$ cat config.mk
export PLATFORM = sky130hd
export DESIGN_NAME = epu_top
export DESIGN_NICKNAME = d
export VERILOG_FILES = /design/src/verilog/epu_msr_pkg.sv /design/src/verilog/epu_isa_pkg.sv /design/src/verilog/epu_top.sv /design/src/verilog/msr_file.sv /design/src/verilog/commit_unit.sv /design/src/verilog/msr_readout.sv /design/src/verilog/msr_decode.sv
export SDC_FILE = /design/constraint.sdc
export NUM_CORES = 1
export LEC_CHECK = 0
export BUFFER_PORTS_ARGS = -buffer_cell sky130_fd_sc_hd__buf_2
export CAP_MARGIN = 20
export CORE_MARGIN = 4
export CORE_UTILIZATION = 51
export CTS_CLUSTER_SIZE = 14
export DETAILED_ROUTE_END_ITERATION = 12
export GPL_ROUTABILITY_DRIVEN = 0
export HOLD_SLACK_MARGIN = 0.05
export PLACE_DENSITY = 0.78
export RECOVER_POWER = 25
export SLEW_MARGIN = 20
export SYNTH_ARGS = -nofsm -noshare
export SYNTH_HDL_FRONTEND = slang
export SYNTH_SLANG_ARGS = --single-unit
$ cat constraint.sdc
create_clock -name clk -period 2.1 [get_ports clk]
set_input_delay 0.105 -clock clk [delete_from_list [all_inputs] [get_ports clk]]
set_output_delay 0.105 -clock clk [all_outputs]
set_load 0.05 [all_outputs]
$ cat src/verilog/epu_msr_pkg.sv
/*
 * MSR data types
 * Data word, word address and CPU identifier
 * PSR layout and its reset value
 * Write-enable set, MSR view and update records
 */

package epu_msr_pkg;

   typedef logic [31:0] data_t;

   // Word address, byte address bits 31..2
   typedef logic [29:0] pc_t;

   localparam data_t cpuid_value = 32'h0001_0032;

   typedef struct packed {
      logic [1:0] res_hi;
      logic       dmme;
      logic       imme;
      logic       ire;
      logic       rm;
      logic [3:0] res_lo;
   } psr_t;

   // Supervisor mode, MMUs and interrupts off
   localparam psr_t psr_reset = '{res_hi: 2'b00, dmme: 1'b0, imme: 1'b0, ire: 1'b0,
                                  rm: 1'b1, res_lo: 4'h0};

   typedef struct packed {
      logic psr;
      logic epc;
      logic epsr;
      logic elsa;
      logic imr;
      logic tsr;
      logic tcr;
   } msr_we_t;

   typedef struct packed {
      psr_t  psr;
      psr_t  epsr;
      data_t epc;
      data_t elsa;
      data_t imr;
      data_t tsr;
      data_t tcr;
   } msr_view_t;

   typedef struct packed {
      logic we;
      psr_t nxt;
   } psr_upd_t;

   typedef struct packed {
      logic  we;
      data_t nxt;
   } data_upd_t;

   typedef struct packed {
      psr_upd_t  psr;
      psr_upd_t  epsr;
      data_upd_t epc;
      data_upd_t elsa;
      data_upd_t imr;
      data_upd_t tsr;
      data_upd_t tcr;
   } msr_update_t;

endpackage
$ cat src/verilog/epu_isa_pkg.sv
/*
 * EPU operation and exception kind encodings
 * MSR bank numbers, offset bits and address type
 * Writeback and commit records
 */

package epu_isa_pkg;

   typedef enum logic [2:0] {
      op_rmsr, op_wmsr, op_syscall, op_eret, op_eitm, op_eipf, op_eirq, op_einsn
   } epu_op_e;

   typedef enum logic [3:0] {
      exc_none, exc_syscall, exc_eret, exc_eitm, exc_eipf, exc_einsn, exc_eirq,
      exc_edtm, exc_edpf, exc_ealign
   } exc_kind_e;

   typedef enum logic [3:0] {
      bank_ps   = 4'd0,
      bank_irqc = 4'd6,
      bank_tsc  = 4'd7
   } msr_bank_e;

   // Bank in bits 12..9, one-hot offset in bits 8..0
   typedef logic [12:0] msr_addr_t;
   typedef logic [8:0]  msr_off_t;

   // PS bank
   localparam int off_psr    = 0;
   localparam int off_cpuid  = 1;
   localparam int off_epsr   = 2;
   localparam int off_epc    = 3;
   localparam int off_elsa   = 4;
   localparam int off_coreid = 5;
   // IRQC bank
   localparam int off_imr = 0;
   localparam int off_irr = 1;
   // TSC bank
   localparam int off_tsr = 0;
   localparam int off_tcr = 1;

   typedef struct packed {
      logic                 valid;
      epu_msr_pkg::pc_t     pc;
      epu_msr_pkg::data_t   dout;
      exc_kind_e            exc;
      epu_msr_pkg::pc_t     exc_vec;
      epu_msr_pkg::msr_we_t wmsr_we;
      epu_msr_pkg::data_t   wmsr_dat;
   } wb_t;

   typedef struct packed {
      logic                 valid;
      epu_msr_pkg::pc_t     pc;
      exc_kind_e            exc;
      epu_msr_pkg::msr_we_t wmsr_we;
      epu_msr_pkg::data_t   wmsr_dat;
      epu_msr_pkg::data_t   lsa;
   } commit_t;

endpackage

$ cat src/verilog/epu_top.sv
/*
 * Exception and MSR unit top level
 * Issue decode, MSR readout, commit update and MSR registers
 */

`timescale 1ns/1ns

module epu_top #(
   parameter epu_msr_pkg::data_t syscall_vector = 32'h0000_0100,
   parameter epu_msr_pkg::data_t eitm_vector    = 32'h0000_0200,
   parameter epu_msr_pkg::data_t eipf_vector    = 32'h0000_0300,
   parameter epu_msr_pkg::data_t einsn_vector   = 32'h0000_0400,
   parameter epu_msr_pkg::data_t eirq_vector    = 32'h0000_0500,
   parameter epu_msr_pkg::data_t core_id        = 32'h0000_0000
) (
   input  logic                 clk,
   input  logic                 rst_n,
   input  logic                 issue_valid,
   input  epu_msr_pkg::pc_t     issue_pc,
   input  epu_isa_pkg::epu_op_e issue_op,
   input  epu_msr_pkg::data_t   operand1,
   input  epu_msr_pkg::data_t   operand2,
   input  epu_msr_pkg::data_t   imm,
   input  epu_msr_pkg::data_t   irr,
   input  epu_isa_pkg::commit_t commit,
   output epu_isa_pkg::wb_t     wb
);

   epu_isa_pkg::msr_addr_t   addr;
   epu_msr_pkg::data_t       rdata;
   epu_msr_pkg::msr_view_t   view;
   epu_msr_pkg::msr_update_t upd;

   msr_decode #(
      .syscall_vector (syscall_vector),
      .eitm_vector    (eitm_vector),
      .eipf_vector    (eipf_vector),
      .einsn_vector   (einsn_vector),
      .eirq_vector    (eirq_vector)
   ) decode_i (
      .clk         (clk),
      .rst_n       (rst_n),
      .issue_valid (issue_valid),
      .issue_pc    (issue_pc),
      .issue_op    (issue_op),
      .operand1    (operand1),
      .operand2    (operand2),
      .imm         (imm),
      .rdata       (rdata),
      .epc         (view.epc),
      .addr        (addr),
      .wb          (wb)
   );

   msr_readout #(.core_id(core_id)) readout_i (
      .addr  (addr),
      .view  (view),
      .irr   (irr),
      .rdata (rdata)
   );

   commit_unit commit_i (
      .commit (commit),
      .view   (view),
      .upd    (upd)
   );

   msr_file file_i (
      .clk   (clk),
      .rst_n (rst_n),
      .upd   (upd),
      .view  (view)
   );

endmodule

$ cat src/verilog/msr_file.sv
/*
 * MSR register file
 * PSR, EPSR, EPC, ELSA, IMR, TSR and TCR with load enables
 */

`timescale 1ns/1ns

module msr_file (
   input  logic                     clk,
   input  logic                     rst_n,
   input  epu_msr_pkg::msr_update_t upd,
   output epu_msr_pkg::msr_view_t   view
);

   always_ff @(posedge clk) begin
      if (!rst_n) begin
         view.psr  <= epu_msr_pkg::psr_reset;
         view.epsr <= '0;
         view.epc  <= '0;
         view.elsa <= '0;
         view.imr  <= '0;
         view.tsr  <= '0;
         view.tcr  <= '0;
      end else begin
         if (upd.psr.we) begin
            view.psr <= upd.psr.nxt;
         end
         if (upd.epsr.we) begin
            view.epsr <= upd.epsr.nxt;
         end
         if (upd.epc.we) begin
            view.epc <= upd.epc.nxt;
         end
         if (upd.elsa.we) begin
            view.elsa <= upd.elsa.nxt;
         end
         // Interrupt mask
         if (upd.imr.we) begin
            view.imr <= upd.imr.nxt;
         end
         // Timer registers, loaded by software only
         if (upd.tsr.we) begin
            view.tsr <= upd.tsr.nxt;
         end
         if (upd.tcr.we) begin
            view.tcr <= upd.tcr.nxt;
         end
      end
   end

endmodule

$ cat src/verilog/commit_unit.sv
/*
 * Commit-side MSR update logic
 * Exception entry, PSR restore on return
 * EPC link address and ELSA source selection
 */

`timescale 1ns/1ns

module commit_unit (
   input  epu_isa_pkg::commit_t     commit,
   input  epu_msr_pkg::msr_view_t   view,
   output epu_msr_pkg::msr_update_t upd
);

   epu_msr_pkg::msr_we_t wr;
   epu_msr_pkg::psr_t    wpsr;
   epu_msr_pkg::psr_t    psr_src;
   epu_msr_pkg::pc_t     linkaddr;
   logic                 exc_ret;
   logic                 exc_ent;
   logic                 elsa_as_pc;
   logic                 elsa_as_lsa;

   assign wr   = commit.valid ? commit.wmsr_we : '0;
   assign wpsr = epu_msr_pkg::psr_t'(commit.wmsr_dat[$bits(epu_msr_pkg::psr_t)-1:0]);

   assign exc_ret = commit.valid && commit.exc == epu_isa_pkg::exc_eret;
   assign exc_ent = commit.valid && commit.exc != epu_isa_pkg::exc_none && !exc_ret;

   // PSR mode bits come from the written data or from EPSR on return
   assign psr_src = wr.psr ? wpsr : view.epsr;

   always_comb begin
      upd.psr.we       = wr.psr || exc_ret;
      upd.psr.nxt      = view.psr;
      upd.psr.nxt.rm   = psr_src.rm;
      upd.psr.nxt.ire  = psr_src.ire;
      upd.psr.nxt.imme = psr_src.imme;
      upd.psr.nxt.dmme = psr_src.dmme;
   end

   // Save the PSR as it was before entry
   assign upd.epsr.we  = wr.epsr || exc_ent;
   assign upd.epsr.nxt = wr.epsr ? wpsr : view.psr;

   // Syscall returns to the next instruction
   assign linkaddr    = commit.pc + 30'd1;
   assign upd.epc.we  = wr.epc || exc_ent;
   assign upd.epc.nxt = wr.epc ? commit.wmsr_dat :
                        commit.exc == epu_isa_pkg::exc_syscall ? {linkaddr, 2'b00} :
                        {commit.pc, 2'b00};

   // Fetch-side faults record the pc, data-side faults the access address
   assign elsa_as_pc  = commit.valid && (commit.exc == epu_isa_pkg::exc_eitm ||
                                         commit.exc == epu_isa_pkg::exc_eipf ||
                                         commit.exc == epu_isa_pkg::exc_einsn);
   assign elsa_as_lsa = commit.valid && (commit.exc == epu_isa_pkg::exc_edtm ||
                                         commit.exc == epu_isa_pkg::exc_edpf ||
                                         commit.exc == epu_isa_pkg::exc_ealign);
   assign upd.elsa.we  = elsa_as_pc || elsa_as_lsa || wr.elsa;
   assign upd.elsa.nxt = elsa_as_pc  ? {commit.pc, 2'b00} :
                         elsa_as_lsa ? commit.lsa : commit.wmsr_dat;

   assign upd.imr.we  = wr.imr;
   assign upd.imr.nxt = commit.wmsr_dat;
   assign upd.tsr.we  = wr.tsr;
   assign upd.tsr.nxt = commit.wmsr_dat;
   assign upd.tcr.we  = wr.tcr;
   assign upd.tcr.nxt = commit.wmsr_dat;

endmodule

$ cat src/verilog/msr_readout.sv
/*
 * MSR read multiplexer
 * Per-bank OR of the registers selected by the one-hot offset
 */

`timescale 1ns/1ns

module msr_readout #(
   parameter epu_msr_pkg::data_t core_id = 32'h0000_0000
) (
   input  epu_isa_pkg::msr_addr_t addr,
   input  epu_msr_pkg::msr_view_t view,
   input  epu_msr_pkg::data_t     irr,
   output epu_msr_pkg::data_t     rdata
);

   localparam int pad_w = $bits(epu_msr_pkg::data_t) - $bits(epu_msr_pkg::psr_t);

   epu_isa_pkg::msr_bank_e bank;
   epu_isa_pkg::msr_off_t  off;
   epu_msr_pkg::data_t     dout_ps;
   epu_msr_pkg::data_t     dout_irqc;
   epu_msr_pkg::data_t     dout_tsc;

   assign bank = epu_isa_pkg::msr_bank_e'(addr[12:9]);
   assign off  = addr[8:0];

   // PSR and EPSR are narrow, upper bits read as zero
   assign dout_ps =
      ({32{off[epu_isa_pkg::off_psr]}}    & {{pad_w{1'b0}}, view.psr}) |
      ({32{off[epu_isa_pkg::off_cpuid]}}  & epu_msr_pkg::cpuid_value) |
      ({32{off[epu_isa_pkg::off_epsr]}}   & {{pad_w{1'b0}}, view.epsr}) |
      ({32{off[epu_isa_pkg::off_epc]}}    & view.epc) |
      ({32{off[epu_isa_pkg::off_elsa]}}   & view.elsa) |
      ({32{off[epu_isa_pkg::off_coreid]}} & core_id);

   assign dout_irqc =
      ({32{off[epu_isa_pkg::off_imr]}} & view.imr) |
      ({32{off[epu_isa_pkg::off_irr]}} & irr);

   assign dout_tsc =
      ({32{off[epu_isa_pkg::off_tsr]}} & view.tsr) |
      ({32{off[epu_isa_pkg::off_tcr]}} & view.tcr);

   always_comb begin
      case (bank)
         epu_isa_pkg::bank_ps:   rdata = dout_ps;
         epu_isa_pkg::bank_irqc: rdata = dout_irqc;
         epu_isa_pkg::bank_tsc:  rdata = dout_tsc;
         default:                rdata = '0;
      endcase
   end

endmodule

$ cat src/verilog/msr_decode.sv
/*
 * Issue-side decode of EPU operations
 * MSR address, write enables, trap kind and vector
 * Writeback register
 */

`timescale 1ns/1ns

module msr_decode #(
   parameter epu_msr_pkg::data_t syscall_vector = 32'h0000_0100,
   parameter epu_msr_pkg::data_t eitm_vector    = 32'h0000_0200,
   parameter epu_msr_pkg::data_t eipf_vector    = 32'h0000_0300,
   parameter epu_msr_pkg::data_t einsn_vector   = 32'h0000_0400,
   parameter epu_msr_pkg::data_t eirq_vector    = 32'h0000_0500
) (
   input  logic                  clk,
   input  logic                  rst_n,
   input  logic                  issue_valid,
   input  epu_msr_pkg::pc_t      issue_pc,
   input  epu_isa_pkg::epu_op_e  issue_op,
   input  epu_msr_pkg::data_t    operand1,
   input  epu_msr_pkg::data_t    operand2,
   input  epu_msr_pkg::data_t    imm,
   input  epu_msr_pkg::data_t    rdata,
   input  epu_msr_pkg::data_t    epc,
   output epu_isa_pkg::msr_addr_t addr,
   output epu_isa_pkg::wb_t      wb
);

   epu_isa_pkg::msr_bank_e bank;
   epu_isa_pkg::msr_off_t  off;
   logic                   wmsr;
   epu_isa_pkg::wb_t       wb_nxt;

   assign addr = operand1[12:0] | imm[12:0];
   assign bank = epu_isa_pkg::msr_bank_e'(addr[12:9]);
   assign off  = addr[8:0];
   assign wmsr = issue_valid && (issue_op == epu_isa_pkg::op_wmsr);

   always_comb begin
      wb_nxt          = '0;
      wb_nxt.valid    = issue_valid;
      wb_nxt.pc       = issue_pc;
      wb_nxt.wmsr_dat = operand2;
      if (issue_op == epu_isa_pkg::op_rmsr) begin
         wb_nxt.dout = rdata;
      end

      // Trap kind and target, vectors are word aligned
      if (issue_valid) begin
         case (issue_op)
            epu_isa_pkg::op_syscall: begin
               wb_nxt.exc     = epu_isa_pkg::exc_syscall;
               wb_nxt.exc_vec = syscall_vector[31:2];
            end
            epu_isa_pkg::op_eret: begin
               wb_nxt.exc     = epu_isa_pkg::exc_eret;
               wb_nxt.exc_vec = epc[31:2];
            end
            epu_isa_pkg::op_eitm: begin
               wb_nxt.exc     = epu_isa_pkg::exc_eitm;
               wb_nxt.exc_vec = eitm_vector[31:2];
            end
            epu_isa_pkg::op_eipf: begin
               wb_nxt.exc     = epu_isa_pkg::exc_eipf;
               wb_nxt.exc_vec = eipf_vector[31:2];
            end
            epu_isa_pkg::op_eirq: begin
               wb_nxt.exc     = epu_isa_pkg::exc_eirq;
               wb_nxt.exc_vec = eirq_vector[31:2];
            end
            epu_isa_pkg::op_einsn: begin
               wb_nxt.exc     = epu_isa_pkg::exc_einsn;
               wb_nxt.exc_vec = einsn_vector[31:2];
            end
            default: wb_nxt.exc = epu_isa_pkg::exc_none;
         endcase
      end

      // Only writable registers get an enable
      wb_nxt.wmsr_we.psr  = wmsr && bank == epu_isa_pkg::bank_ps && off[epu_isa_pkg::off_psr];
      wb_nxt.wmsr_we.epc  = wmsr && bank == epu_isa_pkg::bank_ps && off[epu_isa_pkg::off_epc];
      wb_nxt.wmsr_we.epsr = wmsr && bank == epu_isa_pkg::bank_ps && off[epu_isa_pkg::off_epsr];
      wb_nxt.wmsr_we.elsa = wmsr && bank == epu_isa_pkg::bank_ps && off[epu_isa_pkg::off_elsa];
      wb_nxt.wmsr_we.imr  = wmsr && bank == epu_isa_pkg::bank_irqc && off[epu_isa_pkg::off_imr];
      wb_nxt.wmsr_we.tsr  = wmsr && bank == epu_isa_pkg::bank_tsc && off[epu_isa_pkg::off_tsr];
      wb_nxt.wmsr_we.tcr  = wmsr && bank == epu_isa_pkg::bank_tsc && off[epu_isa_pkg::off_tcr];
   end

   always_ff @(posedge clk) begin
      if (!rst_n) begin
         wb <= '0;
      end else begin
         wb <= wb_nxt;
      end
   end

endmodule

==> Implementation_results.wiki, run 1 <==
{| class="wikitable"
! Metric !! Value
|-
| Run status || finished, violations left
|-
| Via-per-instance ratio || 5.90
|-
| Clock insertion delay at the later pin of the skew report || 520 ps
|-
| Post-synthesis async set-or-reset flop share || 0%
|-
| H-tree depth || 2
|-
| Final-layout worst hold slack || 76.1 ps
|-
| Synthesis warning total || 0
|-
| Horizontal extent of the die || 168 um
|-
| Die Span Y || 168 um
|-
| Count of boundary I/O pins || 406
|-
| Number of global-route vias before repair || 13.7k
|-
| Data arrival time of the critical path || 2530 ps
|-
| Endpoint required time on the critical path || 2520 ps
|-
| Final max-slew violation count || 0
|-
| Area of the mapped netlist || 13100 um^2
|-
| Count of input and output buffers || 358
|-
| Net Count, Synth || 1828
|-
| Nets || 2322
|-
| Clk buf depth || 3
|-
| Root buffer cell || clkbuf_16
|-
| Crit path max fanout || 28
|-
| Final Util || 72.4%
|-
| Class of the worst hold path || primary input to register
|-
| Cell row count || 58
|-
| Share of cells above drive strength 1 || 22.7%
|-
| Final number of setup-violating endpoints || 1
|-
| Number of antenna violations at the first check in global routing || 4
|-
| Final worst setup slack || -9.21 ps
|-
| Core Region || 25300 um^2
|-
| Number of standard cells after synthesis || 1557
|-
| Endpoint type of the worst setup path || register
|-
| First-pass GRT wire length || 76200 um
|-
| TritonCTS clock tree || built
|-
| Placement-stage cell area || 15200 um^2
|-
| Antenna violation net count after detailed routing || 0
|-
| Filler instances || 1861
|-
| Count of maximum capacitance violations || 0
|-
| Kind of critical path || primary input to register
|-
| Slew margin rel. || 39.0%
|-
| Placed wire-length estimate || 32600 um
|-
| Most common flop cell mapped by yosys || dfxtp_1
|-
| Ratio of total power to cell area || 806 nW/um^2
|-
| Largest net degree at the start of global routing || 121
|-
| Overall fraction of global-route tracks in use || 33.5%
|-
| Via count of the routed design || 14.2k
|-
| Commonest cells after routing, fill and taps aside || buf_2, nand2_1, dfxtp_1, dlygate4sd3_1, a21oi_1
|-
| Worst Max-Slew Pin Slew || 906 ps
|-
| # DRC || 0
|-
| Avg Cell Area, Syn || 8.41 um^2
|-
| Initial cell density of the core || 51.9%
|-
| Most common cell after layout, fill and taps aside || buf_2
|-
| IR Drop Worst-Case VDD || 0.000587 V
|-
| DP Worst Slack || 111 ps
|-
| Maximum clock frequency || 0.474 GHz
|-
| Period minus WS final || 2110 ps
|-
| Kind of start point of the critical path || primary input
|-
| Area of the die || 28300 um^2
|-
| Seq cells post-synth || 309
|-
| Final number of hold-violating endpoints || 0
|-
| Post-CTS Setup Bufs || 0
|-
| Post-Route WL || 50200 um
|-
| Sequential share of the synthesized area || 47.2%
|-
| Number of DRC violations after detailed-routing iteration 0 || 1830
|-
| Number of distinct library cells after synthesis || 65
|-
| Number of iterations in the first detailed-routing pass || 8
|-
| Layout Cell Area excl Fill || 18300 um^2
|-
| Total overflow reported by the global router || 0
|-
| Number of enable flip-flop cells after synthesis || 0
|-
| Clock transition time at the flip-flop clock pins of the worst setup and hold paths || 60 ps
|-
| Routed wire per std cell || 20.9 um
|-
| Violated checks || negative setup slack
|-
| Total clock sinks || 309
|-
| Syn-to-layout area delta || 39.7%
|-
| Fin crit share || 100%
|-
| Total leakage power || 7.65 nW
|-
| Clock tree skew after final layout || 22.4 ps
|-
| Clock buffer count from CTS || 35
|-
| Setup repair after global routing missed its margin || false
|}
-- cell families (layout without fill, tap and decap cells) --
| kind of cell | Yosys count | after routing | share of synthesized area [%] |
|---|---|---|---|
| and+or+nand+nor | 603 | 603 | 22.5 |
| AOI/OAI and AO/OA | 439 | 439 | 21.5 |
| DFF | 309 | 309 | 47.2 |
| buffers and inverters | 148 | 665 | 4.37 |
| muxes | 47 | 47 | 3.60 |
| xor gates and xnor gates | 9 | 9 | 0.602 |
| adders and majority gates | 1 | 1 | 0.0955 |
| other | 1 | 5 | 0.0286 |
-- registers in the layout, summed over array words and instances, names as in the netlist --
register,flops
file_i.view,174
decode_i.wb,135
-- stage by stage --
stage	setup TNS [ps]	power, mW	std cells
after global routing	0	15.2	2408
after detailed placement	0	8.12	2157
after floorplan	0	7.40	1557
final	-9.21	14.7	2408
after CTS	0	14.7	2404
after global placement	0	8.08	2157
-- worst max-delay path, cell delays in order --
cell	delay, ps
buf_2	160
dlygate4sd3_1	600
clkinv_2	200
nor4_1	740
o21ai_2	270
buf_12	250
a21oi_1	180
-- power breakdown --
group          switching, mW  leakage [nW]  internal, mW  total [mW]
Combinational           1.25          4.53         0.842        2.09
Clock                   2.41         0.592          3.97        6.38
Sequential             0.144          2.53          6.13        6.27
Total                   3.80          7.65          10.9        14.7
-- repair_timing --
action / CTS / global route
endpoints found under the hold margin: 255 / 0
gates resized for setup: 0 / 2
hold buffers: 187 / 0
endpoints found under the setup margin: 0 / 19
-- synthesized netlist by cell type (all sizes together), types with 23 or more instances --
master  count  share of area, %
nor2       31              0.89
nand3      30               1.1
nand2     319               9.1
o21ai      70               2.7
clkbuf    118               3.4
mux2i      46               3.5
a22oi      36               2.1
and2       96               4.6
o211ai     23               1.3
o221ai     30               2.0
a21oi     167               6.4
dfxtp     309                47
-- area by class of cell --
class	instances	area [um^2]	share of cell area (%)
Multi-Input combinational cell	1100	6400	35.0
Sequential cell	309	6190	33.8
Timing Repair Buffer	595	4030	22.0
Clock buffer	50	1050	5.77
Tap cell	330	413	2.26
Clock inverter	10	155	0.848
Inverter	10	38.8	0.212
Antenna cell	4	10.0	0.0547
-- metal layers --
layer  global-route usage, %  part of all wire [%]  vias to the layer above
li1                        -                     -                     6503
met1                    43.3                    38                     6547
met2                    54.9                    46                      961
met3                    5.94                    11                      192
met4                    15.2                   4.9                        0
met5                       0                     0                        -
-- worst paths after layout --
kind,startpoint,to,slack (ps),cells after the start
worst max-delay path,rst_n,decode_i.wb[96],-9,7
worst min-delay path,issue_op[0],decode_i.wb[70],80,4
worst max register to register,file_i.view[136],decode_i.wb[45],160,6
worst min register to register,file_i.view[40],file_i.view[40],450,2
No activity file was read; power rests on OpenSTA's default activity.
==> run 2, diff against run 1 <==
==> constraint.sdc (replaced) <==
create_clock -name clk -period 2.1 [get_ports clk]
set_input_delay 0.21 -clock clk [delete_from_list [all_inputs] [get_ports clk]]
set_output_delay 0.21 -clock clk [all_outputs]
set_load 0.05 [all_outputs]
==> run 2 against run 1 <==
The flow now finishes without violations. Sequential power hardly changed. Total power is 4.5% lower. Highest routed layer is now met5. Clock power is 10% lower. Largest cell class unchanged. Die area stayed put. Cell count hardly changed. Global-route usage is 0.45 points lower. Largest power group is now sequential cells. Non-clock buffer count is 4 higher. Critical path depth is 1 higher. Via count is 0.79% lower. Combinational power hardly changed.
==> Implementation_results.wiki, run 2 (same netlist as run 1, synthesis figures left out) <==
{| class="wikitable"
! Metric !! Value
|-
| Nets || 2322 (unchanged)
|-
| H-tree depth || 1 (-1)
|-
| Post-Route WL || 49500 um (-1.5%)
|-
| Clock transition time at the flip-flop clock pins of the worst setup and hold paths || 60 ps (about the same)
|-
| Most flop-heavy register || file_i.view
|-
| Crit path max fanout || 22 (-21%)
|-
| Total stage count of the critical path || 8 (+1)
|-
| Buffer and inverter count on the worst path || 5 (+1)
|-
| Number of antenna violations at the first check in global routing || 6 (+2)
|-
| Area of the die || 28300 um^2 (unchanged)
|-
| Sum of met3 wire segment lengths after detailed routing || 5200 um (-3.5%)
|-
| Count of maximum capacitance violations || 0 (unchanged)
|-
| Final number of setup-violating endpoints || 0 (-1)
|-
| Kind of critical path || primary input to register
|-
| Count of boundary I/O pins || 406 (unchanged)
|-
| Total clock sinks || 309 (unchanged)
|-
| Total overflow reported by the global router || 0 (unchanged)
|-
| Final worst setup slack || 51.3 ps (+60.5 ps)
|-
| Initial cell density of the core || 51.9% (unchanged)
|-
| Final-layout setup total negative slack || 0 ps (+9.21 ps)
|-
| Most common cell after layout, fill and taps aside || buf_2
|-
| Dominant cell type by count on the critical path || dlygate4sd3_1
|-
| Kind of start point of the critical path || primary input
|-
| Ratio of total power to cell area || 774 nW/um^2 (-4.1%)
|-
| Depth of the worst hold-timing path || 3 (-1)
|-
| Antenna violation net count after detailed routing || 0 (unchanged)
|-
| Overall fraction of global-route tracks in use || 33.1% (-0.45 points)
|-
| Endpoint required time on the critical path || 2580 ps (+60 ps)
|-
| Fin crit share || 97.6% (-2.9 points)
|-
| First-pass GRT wire length || 75600 um (-0.74%)
|-
| Endpoint type of the worst setup path || register
|-
| Max stage delay on crit path || 630 ps (-110 ps)
|-
| Metal2 WL || 23300 um (+0.61%)
|-
| Footprint of the flip-flops and latches || 6190 um^2 (unchanged)
|-
| Worst Max-Slew Pin Slew || 867 ps (-39.2 ps)
|-
| Die Span Y || 168 um (unchanged)
|-
| Slew margin rel. || 42.2% (+3.2 points)
|-
| Highest metal layer with signal wires || met5
|-
| IR Drop Worst-Case VDD || 0.000606 V (+3.2%)
|-
| Number of global-route vias before repair || 13.7k (+0.54%)
|-
| # DRC || 0 (unchanged)
|-
| Sequence of cells on the critical path || buf_2 > dlygate4sd3_1 > clkinv_2 > a2111oi_4 > buf_6 > nand2_1 > o221ai_1 > dlygate4sd3_1
|-
| Max FFs per register || 174 (unchanged)
|-
| Largest net degree at the start of global routing || 122 (+0.83%)
|-
| Number of iterations in the first detailed-routing pass || 7 (-1)
|-
| Via-per-instance ratio || 5.85 (-0.75%)
|-
| Period minus WS final || 2050 ps (-60.5 ps)
|-
| DP Worst Slack || 29.4 ps (-81.2 ps)
|-
| Clock buffer count from CTS || 31 (-11%)
|-
| Number of DRC violations after detailed-routing iteration 0 || 1536 (-16%)
|-
| Largest registers || file_i.view (174), decode_i.wb (135)
|-
| Clk buf depth || 3 (unchanged)
|-
| Commonest cells after routing, fill and taps aside || buf_2, nand2_1, dfxtp_1, dlygate4sd3_1, a21oi_1
|-
| Slowest cell on the critical path || dlygate4sd3_1
|-
| Total leakage power || 7.74 nW (+1.1%)
|-
| Syn-to-layout area delta || 39.0%
|-
| Routed wire per std cell || 20.6 um (-1.4%)
|-
| Final number of hold-violating endpoints || 0 (unchanged)
|-
| Layout Cell Area excl Fill || 18200 um^2 (-0.44%)
|-
| Setup repair after global routing missed its margin || false
|-
| Cell row count || 58 (unchanged)
|-
| Via count of the routed design || 14.1k (-0.79%)
|-
| TritonCTS clock tree || built
|-
| Root buffer cell || clkbuf_16
|-
| Placement-stage cell area || 15400 um^2 (+1.0%)
|-
| M1 wire length || 18800 um (-2.2%)
|-
| Data arrival time of the critical path || 2530 ps (about the same)
|-
| Placed wire-length estimate || 32500 um (-0.17%)
|-
| Maximum clock frequency || 0.488 GHz (+3.0%)
|-
| Filler instances || 1887 (+1.4%)
|-
| Final max-slew violation count || 0 (unchanged)
|-
| Depth of the most critical reg-to-reg path || 4 (-2)
|-
| Share of cells above drive strength 1 || 24.7% (+2.0 points)
|-
| Total Power Consumption || 14.1 mW (-4.5%)
|-
| Run status || finished, final reports clean
|-
| Largest delay share family, worst path || buffers and inverters
|-
| Clock tree skew after final layout || 12.2 ps (-10.1 ps)
|-
| Clock insertion delay at the later pin of the skew report || 550 ps (+30 ps)
|-
| Count of input and output buffers || 358 (unchanged)
|-
| Final Util || 72.1% (-0.32 points)
|-
| Horizontal extent of the die || 168 um (unchanged)
|-
| Footprint of the multi-input gates || 6400 um^2 (unchanged)
|-
| Class of the worst hold path || primary input to register
|-
| Core Region || 25300 um^2 (unchanged)
|}
[run 2: timing repair]
item                       CTS  global route
resized for setup            0             2
hold endpoints to repair   242             0
hold buffers               177             0
setup buffers                0             0
setup endpoints to repair    0            20
[run 2: tightest hold or removal path, stage by stage]
cell	delay [ps]
buf_2	180
o21ai_0	110
nor2_1	80
[run 2: final timing paths]
kind                            slack, ps        startpoint          endpoint
worst max-delay path                   50             rst_n  file_i.view[126]
worst min-delay path                   80       issue_op[0]   decode_i.wb[71]
worst max register to register        610  file_i.view[144]   decode_i.wb[89]
worst min register to register        450    file_i.view[7]    file_i.view[7]
[run 2: area by class of cell]
cell class	instances	share of cell area (%)
diodes	4	0.0550
inverters	10	0.213
clock buffers	45	4.93
well taps	330	2.27
multi-input cells	1100	35.2
clock inverters	10	0.825
repair buffers	599	22.6
flip-flops and latches	309	34.0
[run 2: per-stage QoR]
step | hold slack (ps) | std cells
detailed placement | 419 | 2171
floorplan | 326 | 1557
global placement | 415 | 2171
finish | 76.0 | 2407
global route | 55.9 | 2407
CTS | 50.4 | 2403
[run 2: routing by layer]
layer / global-route usage (%) / vias up
met1: 42.2 / 6555
met3: 6.20 / 155
met2: 55.3 / 877
met5: 0 / -
li1: - / 6502
met4: 13.3 / 2
[run 2: report_power, final]
group	switching [mW]	total [mW]	internal [mW]
Sequential	0.142	6.27	6.13
Combinational	1.24	2.09	0.852
Clock	2.29	5.73	3.43
